`src/sv32_pkg.sv`:
```
// Sv32 address, page table entry and exception cause definitions.
// Shared by the MMU datapath and its testbench, referenced by scoped name.
package sv32_pkg;

  // basic widths
  localparam int XLEN_W        = 32;
  localparam int VADDR_W       = 32;
  localparam int PADDR_W       = 34;
  localparam int PPN_W         = 22;
  localparam int VPN_W         = 20;
  localparam int PAGE_OFFSET_W = 12;
  // one VPN field per level, PPN starts above the flag byte and RSW
  localparam int VPN_PART_W    = 10;
  localparam int PTE_PPN_LSB   = 10;
  // entries are 4 bytes
  localparam int PTE_SIZE_LOG2 = 2;

  typedef logic [VADDR_W-1:0] vaddr_t;
  typedef logic [PADDR_W-1:0] paddr_t;
  typedef logic [PPN_W-1:0]   ppn_t;
  typedef logic [VPN_W-1:0]   vpn_t;
  typedef logic [XLEN_W-1:0]  pte_t;

  // pte flag bit positions
  localparam int PTE_V = 0;
  localparam int PTE_R = 1;
  localparam int PTE_W = 2;
  localparam int PTE_X = 3;
  localparam int PTE_U = 4;
  localparam int PTE_A = 6;
  localparam int PTE_D = 7;

  typedef logic [1:0] priv_t;
  localparam priv_t PRIV_U = 2'b00;
  localparam priv_t PRIV_S = 2'b01;

  // exception causes raised by the data side
  typedef logic [3:0] cause_t;
  localparam cause_t CAUSE_LD_ACCESS = 4'd5;
  localparam cause_t CAUSE_ST_ACCESS = 4'd7;
  localparam cause_t CAUSE_LD_PAGE   = 4'd13;
  localparam cause_t CAUSE_ST_PAGE   = 4'd15;

endpackage

```
`src/mmu_pkg.sv`:
```
// Sizing and state encodings of this data MMU.
// Used by the TLB, the page table walker and the translation stage.
package mmu_pkg;

  // ------------------------------------------------------------------
  // data TLB
  // ------------------------------------------------------------------
  // fully associative, replaced round robin
  localparam int TLB_ENTRIES = 4;

  // selects one TLB entry, also the width of the victim pointer
  typedef logic [$clog2(TLB_ENTRIES)-1:0] tlb_idx_t;

  // ------------------------------------------------------------------
  // page table walker
  // ------------------------------------------------------------------
  typedef enum logic [2:0] {
    // waiting for a miss from the translation stage
    IDLE,
    // wishbone read of the root level entry
    READ_L1,
    // wishbone read of the leaf level entry
    READ_L0,
    // one cycle refill pulse towards the TLB
    UPDATE,
    // one cycle fault pulse towards the translation stage
    FAULT
  } ptw_state_e;

endpackage

```
`src/tlb_update_if.sv`:
```
// Refill path from the page table walker into the data TLB.
// A one cycle valid pulse writes the entry under the victim pointer.
`timescale 1ns/1ps

interface tlb_update_if;

  logic           valid;
  sv32_pkg::vpn_t vpn;
  sv32_pkg::pte_t pte;
  // leaf was found at level 1
  logic           is_mega;

  modport walker (output valid, vpn, pte, is_mega);
  modport tlb    (input  valid, vpn, pte, is_mega);

endinterface

```
`src/walk_if.sv`:
```
// Handshake between the translation stage and the page table walker.
// start is only taken while busy is low, faults pulse once at the end.
`timescale 1ns/1ps

interface walk_if;

  logic             start;
  sv32_pkg::vaddr_t vaddr;
  logic             busy;
  // end of a failed walk, one cycle each
  logic             page_fault;
  logic             access_fault;

  modport requester (
    output start, vaddr,
    input  busy, page_fault, access_fault
  );
  modport walker (
    input  start, vaddr,
    output busy, page_fault, access_fault
  );

endinterface

```
`src/dtlb.sv`:
```
// Four entry fully associative data TLB for Sv32.
// Combinational lookup on the VPN, refill from the walker, full flush.
`timescale 1ns/1ps

module dtlb (
  input  logic           clk_i,
  input  logic           rst_n_i,
  input  logic           flush_i,
  input  sv32_pkg::vpn_t lookup_vpn_i,
  output logic           hit_o,
  output sv32_pkg::pte_t pte_o,
  output logic           is_mega_o,
  tlb_update_if.tlb      upd
);

  // entry storage
  logic              valid_q [mmu_pkg::TLB_ENTRIES];
  sv32_pkg::vpn_t    vpn_q   [mmu_pkg::TLB_ENTRIES];
  sv32_pkg::pte_t    pte_q   [mmu_pkg::TLB_ENTRIES];
  logic              mega_q  [mmu_pkg::TLB_ENTRIES];
  // next entry to be replaced
  mmu_pkg::tlb_idx_t victim_q;

  logic [mmu_pkg::TLB_ENTRIES-1:0] match;

  // ------------------------------------------------------------------
  // lookup
  // ------------------------------------------------------------------
  // megapage entries only compare VPN[1]
  always_comb begin
    for (int i = 0; i < mmu_pkg::TLB_ENTRIES; i++) begin
      if (mega_q[i]) begin
        match[i] = valid_q[i] &&
                   (vpn_q[i][sv32_pkg::VPN_W-1 -: sv32_pkg::VPN_PART_W] ==
                    lookup_vpn_i[sv32_pkg::VPN_W-1 -: sv32_pkg::VPN_PART_W]);
      end else begin
        match[i] = valid_q[i] && (vpn_q[i] == lookup_vpn_i);
      end
    end
  end

  assign hit_o = |match;

  // at most one entry matches, refills only happen on a miss
  always_comb begin
    pte_o     = '0;
    is_mega_o = 1'b0;
    for (int i = 0; i < mmu_pkg::TLB_ENTRIES; i++) begin
      if (match[i]) begin
        pte_o     = pte_q[i];
        is_mega_o = mega_q[i];
      end
    end
  end

  // ------------------------------------------------------------------
  // refill and flush
  // ------------------------------------------------------------------
  // flush wins over a refill in the same cycle
  always_ff @(posedge clk_i) begin
    if (!rst_n_i) begin
      for (int i = 0; i < mmu_pkg::TLB_ENTRIES; i++) begin
        valid_q[i] <= 1'b0;
      end
      victim_q <= '0;
    end else if (flush_i) begin
      for (int i = 0; i < mmu_pkg::TLB_ENTRIES; i++) begin
        valid_q[i] <= 1'b0;
      end
    end else if (upd.valid) begin
      valid_q[victim_q] <= 1'b1;
      // round robin, wraps around
      victim_q <= victim_q + 1'b1;
    end
  end

  // tag and content of the refilled entry
  always_ff @(posedge clk_i) begin
    if (upd.valid) begin
      vpn_q[victim_q]  <= upd.vpn;
      pte_q[victim_q]  <= upd.pte;
      mega_q[victim_q] <= upd.is_mega;
    end
  end

endmodule

```
`src/ptw.sv`:
```
// Sv32 hardware page table walker with a read only Wishbone classic master.
// Started by the translation stage on a TLB miss, ends with a TLB refill
// pulse or with a page or access fault pulse.
`timescale 1ns/1ps

module ptw (
  input  logic             clk_i,
  input  logic             rst_n_i,
  input  logic             flush_i,
  input  sv32_pkg::ppn_t   satp_ppn_i,
  walk_if.walker           walk,
  tlb_update_if.walker     upd,
  output logic             wb_cyc_o,
  output logic             wb_stb_o,
  output sv32_pkg::paddr_t wb_adr_o,
  input  sv32_pkg::pte_t   wb_dat_i,
  input  logic             wb_ack_i,
  input  logic             wb_err_i
);

  mmu_pkg::ptw_state_e state_q, state_d;
  sv32_pkg::vaddr_t    vaddr_q;
  sv32_pkg::pte_t      pte_q;
  // level bit, set when the leaf was found at level 1
  logic                mega_q, mega_d;
  logic                acc_err_q, acc_err_d;
  // a flush hit this walk, its result must not reach the TLB
  logic                flushed_q;

  logic                pte_inv;
  logic                pte_leaf;
  logic                mega_misaligned;
  logic                lvl1;
  sv32_pkg::ppn_t      base_ppn;
  logic [sv32_pkg::VPN_PART_W-1:0] vpn_part;

  // ------------------------------------------------------------------
  // decode of the word on the bus
  // ------------------------------------------------------------------
  // V clear or W without R is reserved
  assign pte_inv  = !wb_dat_i[sv32_pkg::PTE_V] ||
                    (wb_dat_i[sv32_pkg::PTE_W] && !wb_dat_i[sv32_pkg::PTE_R]);
  assign pte_leaf = wb_dat_i[sv32_pkg::PTE_R] || wb_dat_i[sv32_pkg::PTE_X];
  // a megapage must have PPN[0] all zero
  assign mega_misaligned = |wb_dat_i[sv32_pkg::PTE_PPN_LSB +: sv32_pkg::VPN_PART_W];

  // ------------------------------------------------------------------
  // wishbone master
  // ------------------------------------------------------------------
  assign lvl1     = (state_q != mmu_pkg::READ_L0);
  // root table from satp, next table from the pointer entry
  assign base_ppn = lvl1 ? satp_ppn_i : pte_q[sv32_pkg::XLEN_W-1:sv32_pkg::PTE_PPN_LSB];
  assign vpn_part = lvl1 ? vaddr_q[sv32_pkg::VADDR_W-1 -: sv32_pkg::VPN_PART_W] :
                           vaddr_q[sv32_pkg::PAGE_OFFSET_W +: sv32_pkg::VPN_PART_W];
  assign wb_adr_o = {base_ppn, vpn_part, {sv32_pkg::PTE_SIZE_LOG2{1'b0}}};

  // held high through both reads of a 4 KiB walk
  assign wb_cyc_o = (state_q == mmu_pkg::READ_L1) || (state_q == mmu_pkg::READ_L0);
  assign wb_stb_o = wb_cyc_o;

  // ------------------------------------------------------------------
  // FSM
  // ------------------------------------------------------------------
  always_comb begin
    state_d   = state_q;
    mega_d    = mega_q;
    acc_err_d = acc_err_q;
    case (state_q)
      mmu_pkg::IDLE: begin
        if (walk.start) begin
          state_d = mmu_pkg::READ_L1;
        end
      end
      mmu_pkg::READ_L1: begin
        if (wb_err_i) begin
          acc_err_d = 1'b1;
          state_d   = mmu_pkg::FAULT;
        end else if (wb_ack_i) begin
          acc_err_d = 1'b0;
          mega_d    = 1'b1;
          if (pte_inv) begin
            state_d = mmu_pkg::FAULT;
          end else if (pte_leaf) begin
            state_d = mega_misaligned ? mmu_pkg::FAULT : mmu_pkg::UPDATE;
          end else begin
            state_d = mmu_pkg::READ_L0;
          end
        end
      end
      mmu_pkg::READ_L0: begin
        if (wb_err_i) begin
          acc_err_d = 1'b1;
          state_d   = mmu_pkg::FAULT;
        end else if (wb_ack_i) begin
          acc_err_d = 1'b0;
          mega_d    = 1'b0;
          // a pointer at the last level is a fault too
          state_d   = (pte_inv || !pte_leaf) ? mmu_pkg::FAULT : mmu_pkg::UPDATE;
        end
      end
      // UPDATE and FAULT last one cycle
      default: state_d = mmu_pkg::IDLE;
    endcase
  end

  always_ff @(posedge clk_i) begin
    if (!rst_n_i) begin
      state_q   <= mmu_pkg::IDLE;
      flushed_q <= 1'b0;
    end else begin
      state_q <= state_d;
      if (state_q == mmu_pkg::IDLE) begin
        flushed_q <= 1'b0;
      end else if (flush_i) begin
        flushed_q <= 1'b1;
      end
    end
  end

  always_ff @(posedge clk_i) begin
    mega_q    <= mega_d;
    acc_err_q <= acc_err_d;
    if (walk.start) begin
      vaddr_q <= walk.vaddr;
    end
    // keeps the pointer after level 1 and the leaf at the end
    if (wb_cyc_o && wb_ack_i) begin
      pte_q <= wb_dat_i;
    end
  end

  // ------------------------------------------------------------------
  // results
  // ------------------------------------------------------------------
  assign walk.busy         = (state_q != mmu_pkg::IDLE);
  assign walk.page_fault   = (state_q == mmu_pkg::FAULT) && !acc_err_q;
  assign walk.access_fault = (state_q == mmu_pkg::FAULT) && acc_err_q;

  assign upd.valid   = (state_q == mmu_pkg::UPDATE) && !flushed_q && !flush_i;
  assign upd.vpn     = vaddr_q[sv32_pkg::VADDR_W-1:sv32_pkg::PAGE_OFFSET_W];
  assign upd.pte     = pte_q;
  assign upd.is_mega = mega_q;

endmodule

```
`src/lsu_xlate.sv`:
```
// Load/store address translation stage.
// Grants a request on a TLB hit, a walker fault or with translation off,
// then gives the physical address and any exception one cycle later.
`timescale 1ns/1ps

module lsu_xlate (
  input  logic             clk_i,
  input  logic             rst_n_i,
  input  logic             en_translation_i,
  input  sv32_pkg::priv_t  priv_i,
  input  logic             sum_i,
  input  logic             mxr_i,
  input  logic             lsu_req_i,
  input  sv32_pkg::vaddr_t lsu_vaddr_i,
  input  logic             lsu_is_store_i,
  output logic             lsu_gnt_o,
  output logic             lsu_valid_o,
  output sv32_pkg::paddr_t lsu_paddr_o,
  output logic             lsu_exc_valid_o,
  output sv32_pkg::cause_t lsu_exc_cause_o,
  output sv32_pkg::vaddr_t lsu_exc_tval_o,
  input  logic             tlb_hit_i,
  input  sv32_pkg::pte_t   tlb_pte_i,
  input  logic             tlb_is_mega_i,
  walk_if.requester        walk
);

  // result stage
  logic             req_q;
  sv32_pkg::vaddr_t vaddr_q;
  logic             store_q;
  logic             xlate_q;
  sv32_pkg::pte_t   pte_q;
  logic             mega_q;
  logic             pf_q;
  logic             af_q;

  logic             perm_err;

  // ------------------------------------------------------------------
  // lookup cycle
  // ------------------------------------------------------------------
  // a walker fault always belongs to the request being held
  assign lsu_gnt_o = lsu_req_i &&
                     (!en_translation_i || tlb_hit_i || walk.page_fault || walk.access_fault);

  // miss with an idle walker starts a walk
  assign walk.start = lsu_req_i && en_translation_i && !tlb_hit_i && !walk.busy;
  assign walk.vaddr = lsu_vaddr_i;

  always_ff @(posedge clk_i) begin
    if (!rst_n_i) begin
      req_q <= 1'b0;
    end else begin
      req_q <= lsu_gnt_o;
    end
  end

  always_ff @(posedge clk_i) begin
    if (lsu_gnt_o) begin
      vaddr_q <= lsu_vaddr_i;
      store_q <= lsu_is_store_i;
      xlate_q <= en_translation_i;
      pte_q   <= tlb_pte_i;
      mega_q  <= tlb_is_mega_i;
      pf_q    <= walk.page_fault;
      af_q    <= walk.access_fault;
    end
  end

  // ------------------------------------------------------------------
  // result cycle
  // ------------------------------------------------------------------
  always_comb begin
    if (!xlate_q) begin
      // bare mode, zero extended
      lsu_paddr_o = sv32_pkg::paddr_t'(vaddr_q);
    end else if (mega_q) begin
      lsu_paddr_o = {pte_q[sv32_pkg::XLEN_W-1 -: sv32_pkg::PPN_W - sv32_pkg::VPN_PART_W],
                     vaddr_q[sv32_pkg::VPN_PART_W + sv32_pkg::PAGE_OFFSET_W - 1:0]};
    end else begin
      lsu_paddr_o = {pte_q[sv32_pkg::XLEN_W-1:sv32_pkg::PTE_PPN_LSB],
                     vaddr_q[sv32_pkg::PAGE_OFFSET_W-1:0]};
    end
  end

  // permission check on the cached leaf
  always_comb begin
    perm_err = !pte_q[sv32_pkg::PTE_A];
    if (priv_i == sv32_pkg::PRIV_U && !pte_q[sv32_pkg::PTE_U]) begin
      perm_err = 1'b1;
    end
    // supervisor may touch user pages only with SUM
    if (priv_i == sv32_pkg::PRIV_S && pte_q[sv32_pkg::PTE_U] && !sum_i) begin
      perm_err = 1'b1;
    end
    if (store_q) begin
      if (!pte_q[sv32_pkg::PTE_W] || !pte_q[sv32_pkg::PTE_D]) begin
        perm_err = 1'b1;
      end
    end else begin
      // MXR makes executable pages readable
      if (!pte_q[sv32_pkg::PTE_R] && !(pte_q[sv32_pkg::PTE_X] && mxr_i)) begin
        perm_err = 1'b1;
      end
    end
  end

  assign lsu_valid_o     = req_q;
  assign lsu_exc_valid_o = req_q && xlate_q && (pf_q || af_q || perm_err);

  // access faults only come from a bus error during the walk
  always_comb begin
    if (af_q) begin
      lsu_exc_cause_o = store_q ? sv32_pkg::CAUSE_ST_ACCESS : sv32_pkg::CAUSE_LD_ACCESS;
    end else begin
      lsu_exc_cause_o = store_q ? sv32_pkg::CAUSE_ST_PAGE : sv32_pkg::CAUSE_LD_PAGE;
    end
  end

  assign lsu_exc_tval_o = lsu_exc_valid_o ? vaddr_q : '0;

endmodule

```
`src/mmu_top.sv`:
```
// Data side Sv32 MMU top level.
// Connects the data TLB, the page table walker and the load/store
// translation stage, exposes the LSU, control and Wishbone ports.
`timescale 1ns/1ps

module mmu_top (
  input  logic             clk_i,
  input  logic             rst_n_i,
  // control
  input  logic             flush_i,
  input  logic             en_translation_i,
  input  sv32_pkg::priv_t  priv_i,
  input  logic             sum_i,
  input  logic             mxr_i,
  input  sv32_pkg::ppn_t   satp_ppn_i,
  // load/store unit
  input  logic             lsu_req_i,
  input  sv32_pkg::vaddr_t lsu_vaddr_i,
  input  logic             lsu_is_store_i,
  output logic             lsu_gnt_o,
  output logic             lsu_valid_o,
  output sv32_pkg::paddr_t lsu_paddr_o,
  output logic             lsu_exc_valid_o,
  output sv32_pkg::cause_t lsu_exc_cause_o,
  output sv32_pkg::vaddr_t lsu_exc_tval_o,
  // wishbone classic, read only
  output logic             wb_cyc_o,
  output logic             wb_stb_o,
  output sv32_pkg::paddr_t wb_adr_o,
  input  sv32_pkg::pte_t   wb_dat_i,
  input  logic             wb_ack_i,
  input  logic             wb_err_i
);

  tlb_update_if upd_if ();
  walk_if       walk_bus ();

  logic           tlb_hit;
  sv32_pkg::pte_t tlb_pte;
  logic           tlb_is_mega;

  // looked up with the VPN of the incoming request
  dtlb i_dtlb (
    .clk_i        (clk_i),
    .rst_n_i      (rst_n_i),
    .flush_i      (flush_i),
    .lookup_vpn_i (lsu_vaddr_i[sv32_pkg::VADDR_W-1:sv32_pkg::PAGE_OFFSET_W]),
    .hit_o        (tlb_hit),
    .pte_o        (tlb_pte),
    .is_mega_o    (tlb_is_mega),
    .upd          (upd_if.tlb)
  );

  ptw i_ptw (
    .clk_i      (clk_i),
    .rst_n_i    (rst_n_i),
    .flush_i    (flush_i),
    .satp_ppn_i (satp_ppn_i),
    .walk       (walk_bus.walker),
    .upd        (upd_if.walker),
    .wb_cyc_o   (wb_cyc_o),
    .wb_stb_o   (wb_stb_o),
    .wb_adr_o   (wb_adr_o),
    .wb_dat_i   (wb_dat_i),
    .wb_ack_i   (wb_ack_i),
    .wb_err_i   (wb_err_i)
  );

  lsu_xlate i_lsu_xlate (
    .clk_i            (clk_i),
    .rst_n_i          (rst_n_i),
    .en_translation_i (en_translation_i),
    .priv_i           (priv_i),
    .sum_i            (sum_i),
    .mxr_i            (mxr_i),
    .lsu_req_i        (lsu_req_i),
    .lsu_vaddr_i      (lsu_vaddr_i),
    .lsu_is_store_i   (lsu_is_store_i),
    .lsu_gnt_o        (lsu_gnt_o),
    .lsu_valid_o      (lsu_valid_o),
    .lsu_paddr_o      (lsu_paddr_o),
    .lsu_exc_valid_o  (lsu_exc_valid_o),
    .lsu_exc_cause_o  (lsu_exc_cause_o),
    .lsu_exc_tval_o   (lsu_exc_tval_o),
    .tlb_hit_i        (tlb_hit),
    .tlb_pte_i        (tlb_pte),
    .tlb_is_mega_i    (tlb_is_mega),
    .walk             (walk_bus.requester)
  );

endmodule

```
`config.mk`:
```
export PLATFORM = sky130hd
export DESIGN_NAME = mmu_top
export DESIGN_NICKNAME = d
export VERILOG_FILES = /design/src/sv32_pkg.sv /design/src/mmu_pkg.sv /design/src/tlb_update_if.sv /design/src/walk_if.sv /design/src/dtlb.sv /design/src/ptw.sv /design/src/lsu_xlate.sv /design/src/mmu_top.sv
export SDC_FILE = /design/constraint.sdc
export NUM_CORES = 1
export LEC_CHECK = 0
export BUFFER_PORTS_ARGS = -buffer_cell sky130_fd_sc_hd__buf_4
export CAP_MARGIN = 20
export CORE_ASPECT_RATIO = 1.1
export CORE_MARGIN = 5
export CORE_UTILIZATION = 45
export CTS_CLUSTER_DIAMETER = 60
export DETAILED_ROUTE_END_ITERATION = 10
export PLACE_DENSITY_LB_ADDON = 0.25
export SLEW_MARGIN = 20
export SYNTH_ARGS = -nofsm -noshare
export SYNTH_HDL_FRONTEND = slang
export SYNTH_SLANG_ARGS = --single-unit
```
`constraint.sdc`:
```
create_clock -name clk_i -period 10.53 [get_ports clk_i]
set_clock_uncertainty 0.1 [all_clocks]
set_input_delay 0.5265 -clock clk_i [delete_from_list [all_inputs] [get_ports clk_i]]
set_output_delay 0.5265 -clock clk_i [all_outputs]
set_load 0.05 [all_outputs]
```
==> results.toml <==
[power]
power_mw = 2.75
vdd_drop_max_mv = 0.0968
p_leak_nw = 5.51
power.density_nw_per_um2 = 173

[final_layout]
fin_cells = 1377
fin_area_um2 = 15900
drive_gt1_frac = 0.370
final_util = 0.552
nets = 1091
diodes = 0
area_delta_synth_final_pct = 20.4

[clocking]
cts_hold_buf = 0
clock_sinks = 322
post_cts_resized = 0
cts_setup_buffers = 0
clockBufferDepth = 3
htree_levels = 2
clockRootBuffer = "clkbuf_16"
cts_tree = "yes"
clkSlewWorstSetupHoldPaths_ns = 0.06
insertion_delay_ns = 0.51
numCtsBuffers = 35

[placed_design]
post-place-cells = 1320
dpl_worst_slack_ns = 6.41
place_congestion = 0.815
dp_hpwl_mm = 20.2
dpl_cell_area_um2 = 14900
portBuffers = 199

[timing]
tightest_slew_ns = 0.988
setup_tns_ns = 0
maxSlewHeadroom = 0.335
fmax_mhz = 231
period_minus_slack_ns = 4.33
maxSlewViolCount = 0
hold_violations = 0
setup_viol = 0
rsz0062_at_grt = "false"
whs_ns = 0.0888
fin_crit_sh = 0.411
fin_ws_ns = 6.20

[yosys]
yosysWarnings = 0
yosysSeqAreaShare = 0.723
syn_inst = 796
synth_seq_cells = 322
synth_cell_type_count = 51
yosysTopAreaCellShare = 0.706
yosys-top-cells-area = "edfxtp_1, mux2_2, xnor2_1"
ys_top_cells_by_count = "edfxtp_1, xnor2_1, mux2_2"
async_reset_ff_frac = 0
yosys.area.top_type = "edfxtp_1"
synth.most_common_cell = "edfxtp_1"
syn_area_per_cell_um2 = 16.6
synth_edf_count = 311
synthesis.area_um2 = 13200
synth_flop_cell = "edfxtp_1"

[floorplan]
die_h_um = 190
chipWidth_um = 173
ios = 207
dieArea_um2 = 32900
row_count = 65
core_area_um2 = 28900
initial_utilization = 0.458

[setup_path]
rr_worst_depth = 8
start_kind = "flop"
crit_required_ns = 9.90
reg2reg_to = "i_lsu_xlate.vaddr_q[24]"
crit_arrival_ns = 3.70
path_class = "flop to primary output"
r2r_slack_ns = 7.16
end_kind = "primary output"
timing.rr.start = "i_dtlb.vpn_q[3][2]"
cp_max_fo = 36

[route]
drt_iter0_drc = 436
dr.pass1.iters = 5
drc = 0
wirelength_mm = 30.9
vias = 7303
wl_per_cell_um = 22.5
drt.antenna.violating_nets = 0
avgViaCountPerCell = 5.30

[outcome]
outcome = "finished, final reports clean"

[job]
max-cap-violations = 0

[hold_path]
holdCritStartpoint = "lsu_vaddr_i[11]"
hold_path_class = "input pin to flop"
min_to = "i_lsu_xlate.vaddr_q[11]"
hold_depth = 1

[global_route]
grt.overflow.total = 0
grt_pass1_wl_mm = 46.5
antenna_found_initial = 0
grt_pass1_vias = 7491
grt_usage = 0.185
grt_max_degree = 51
-- flip-flops by register name (all words and copies together), names as in the netlist --
signal / flops
i_lsu_xlate.store_q: 1
i_lsu_xlate.pf_q: 1
i_lsu_xlate.xlate_q: 1
i_dtlb.vpn_q: 80
i_ptw.flushed_q: 1
i_dtlb.pte_q: 112
i_dtlb.mega_q: 4
i_ptw.acc_err_q: 1
i_lsu_xlate.lsu_valid_o: 1
i_dtlb.valid_q: 4
i_dtlb.victim_q: 2
i_lsu_xlate.mega_q: 1
i_ptw.upd.is_mega: 1
i_ptw.upd.pte: 28
i_ptw.vaddr_q: 20
i_ptw.state_q: 3
i_lsu_xlate.pte_q: 28
i_lsu_xlate.vaddr_q: 32
i_lsu_xlate.af_q: 1
-- cell type report --
| type | count | area [um^2] |
|---|---|---|
| clock buffers | 42 | 912 |
| clock inverters | 15 | 114 |
| fillers | 2318 | 12900 |
| inverters | 7 | 26.3 |
| multi-input cells | 411 | 3260 |
| flip-flops and latches | 322 | 9560 |
| well taps | 368 | 460 |
| repair buffers | 212 | 1590 |
-- power breakdown --
group / internal (mW) / switching (mW) / leakage (nW) / total (mW)
sequential: 1.43 / 0.0204 / 2.93 / 1.45
clock: 0.643 / 0.470 / 0.506 / 1.11
combinational: 0.0710 / 0.125 / 2.07 / 0.196
-- worst max-delay path by stage --
| stage | from | endpoint | slack, ns |
|---|---|---|---|
| after floorplan | lsu_vaddr_i[26] | i_lsu_xlate.af_q | 3.66 |
| after global placement | lsu_vaddr_i[14] | lsu_gnt_o | 6.42 |
| after detailed placement | lsu_vaddr_i[14] | lsu_gnt_o | 6.41 |
| after CTS | i_dtlb.vpn_q[3][2] | lsu_gnt_o | 6.17 |
| after global routing | i_dtlb.vpn_q[3][2] | lsu_gnt_o | 6.05 |
| final | i_dtlb.vpn_q[3][2] | lsu_gnt_o | 6.20 |
-- routing by layer --
layer | track usage | wire (um)
met2 | 0.324 | 16000
met5 | 0 | 0
met4 | 0.0442 | 579
met1 | 0.240 | 12700
met3 | 0.0358 | 1670
-- cell usage in the layout (no fill, tap or decap), types with 3 or more instances in the layout --
cell	n
edfxtp_1	311
buf_4	212
xnor2_1	57
mux2_2	52
nor2_1	41
and2_1	38
clkbuf_16	35
nand3_1	33
xor2_1	20
a221oi_2	20
a21oi_2	20
nand4_1	13
a21oi_1	11
dfxtp_1	11
nor2b_1	10
nand2_1	9
nor4_1	9
inv_1	7
a221oi_1	7
nand2b_1	6
o21ai_0	6
clkinv_2	6
clkbuf_1	6
xnor2_2	5
nor3_1	5
o21a_1	5
ha_1	4
conb_1	4
inv_6	4
nor3b_1	3
clkinv_1	3
-- logic make-up (layout without fill, tap and decap cells) --
kind of cell,count (synthesis),count (layout),synth area share
AOI/OAI and AO/OA,85,85,0.0628
xor gates and xnor gates,82,82,0.0571
adders and majority gates,4,4,0.00378
buffers and inverters,65,276,0.0341
DFF,322,322,0.723
muxes,53,53,0.0450
other,2,4,0.000568
and+or+nand+nor,183,183,0.0739
-- worst max-delay path, stage by stage (launching register included) --
cell	delay, ns
edfxtp_1	0.39
xor2_1	0.19
nor4_1	0.46
a41oi_1	0.31
nor2_4	0.16
buf_4	0.47
nor3b_1	0.19
a31oi_4	0.21
buf_4	0.49
buf_4	0.30
Power figures use the tool's default switching activity.
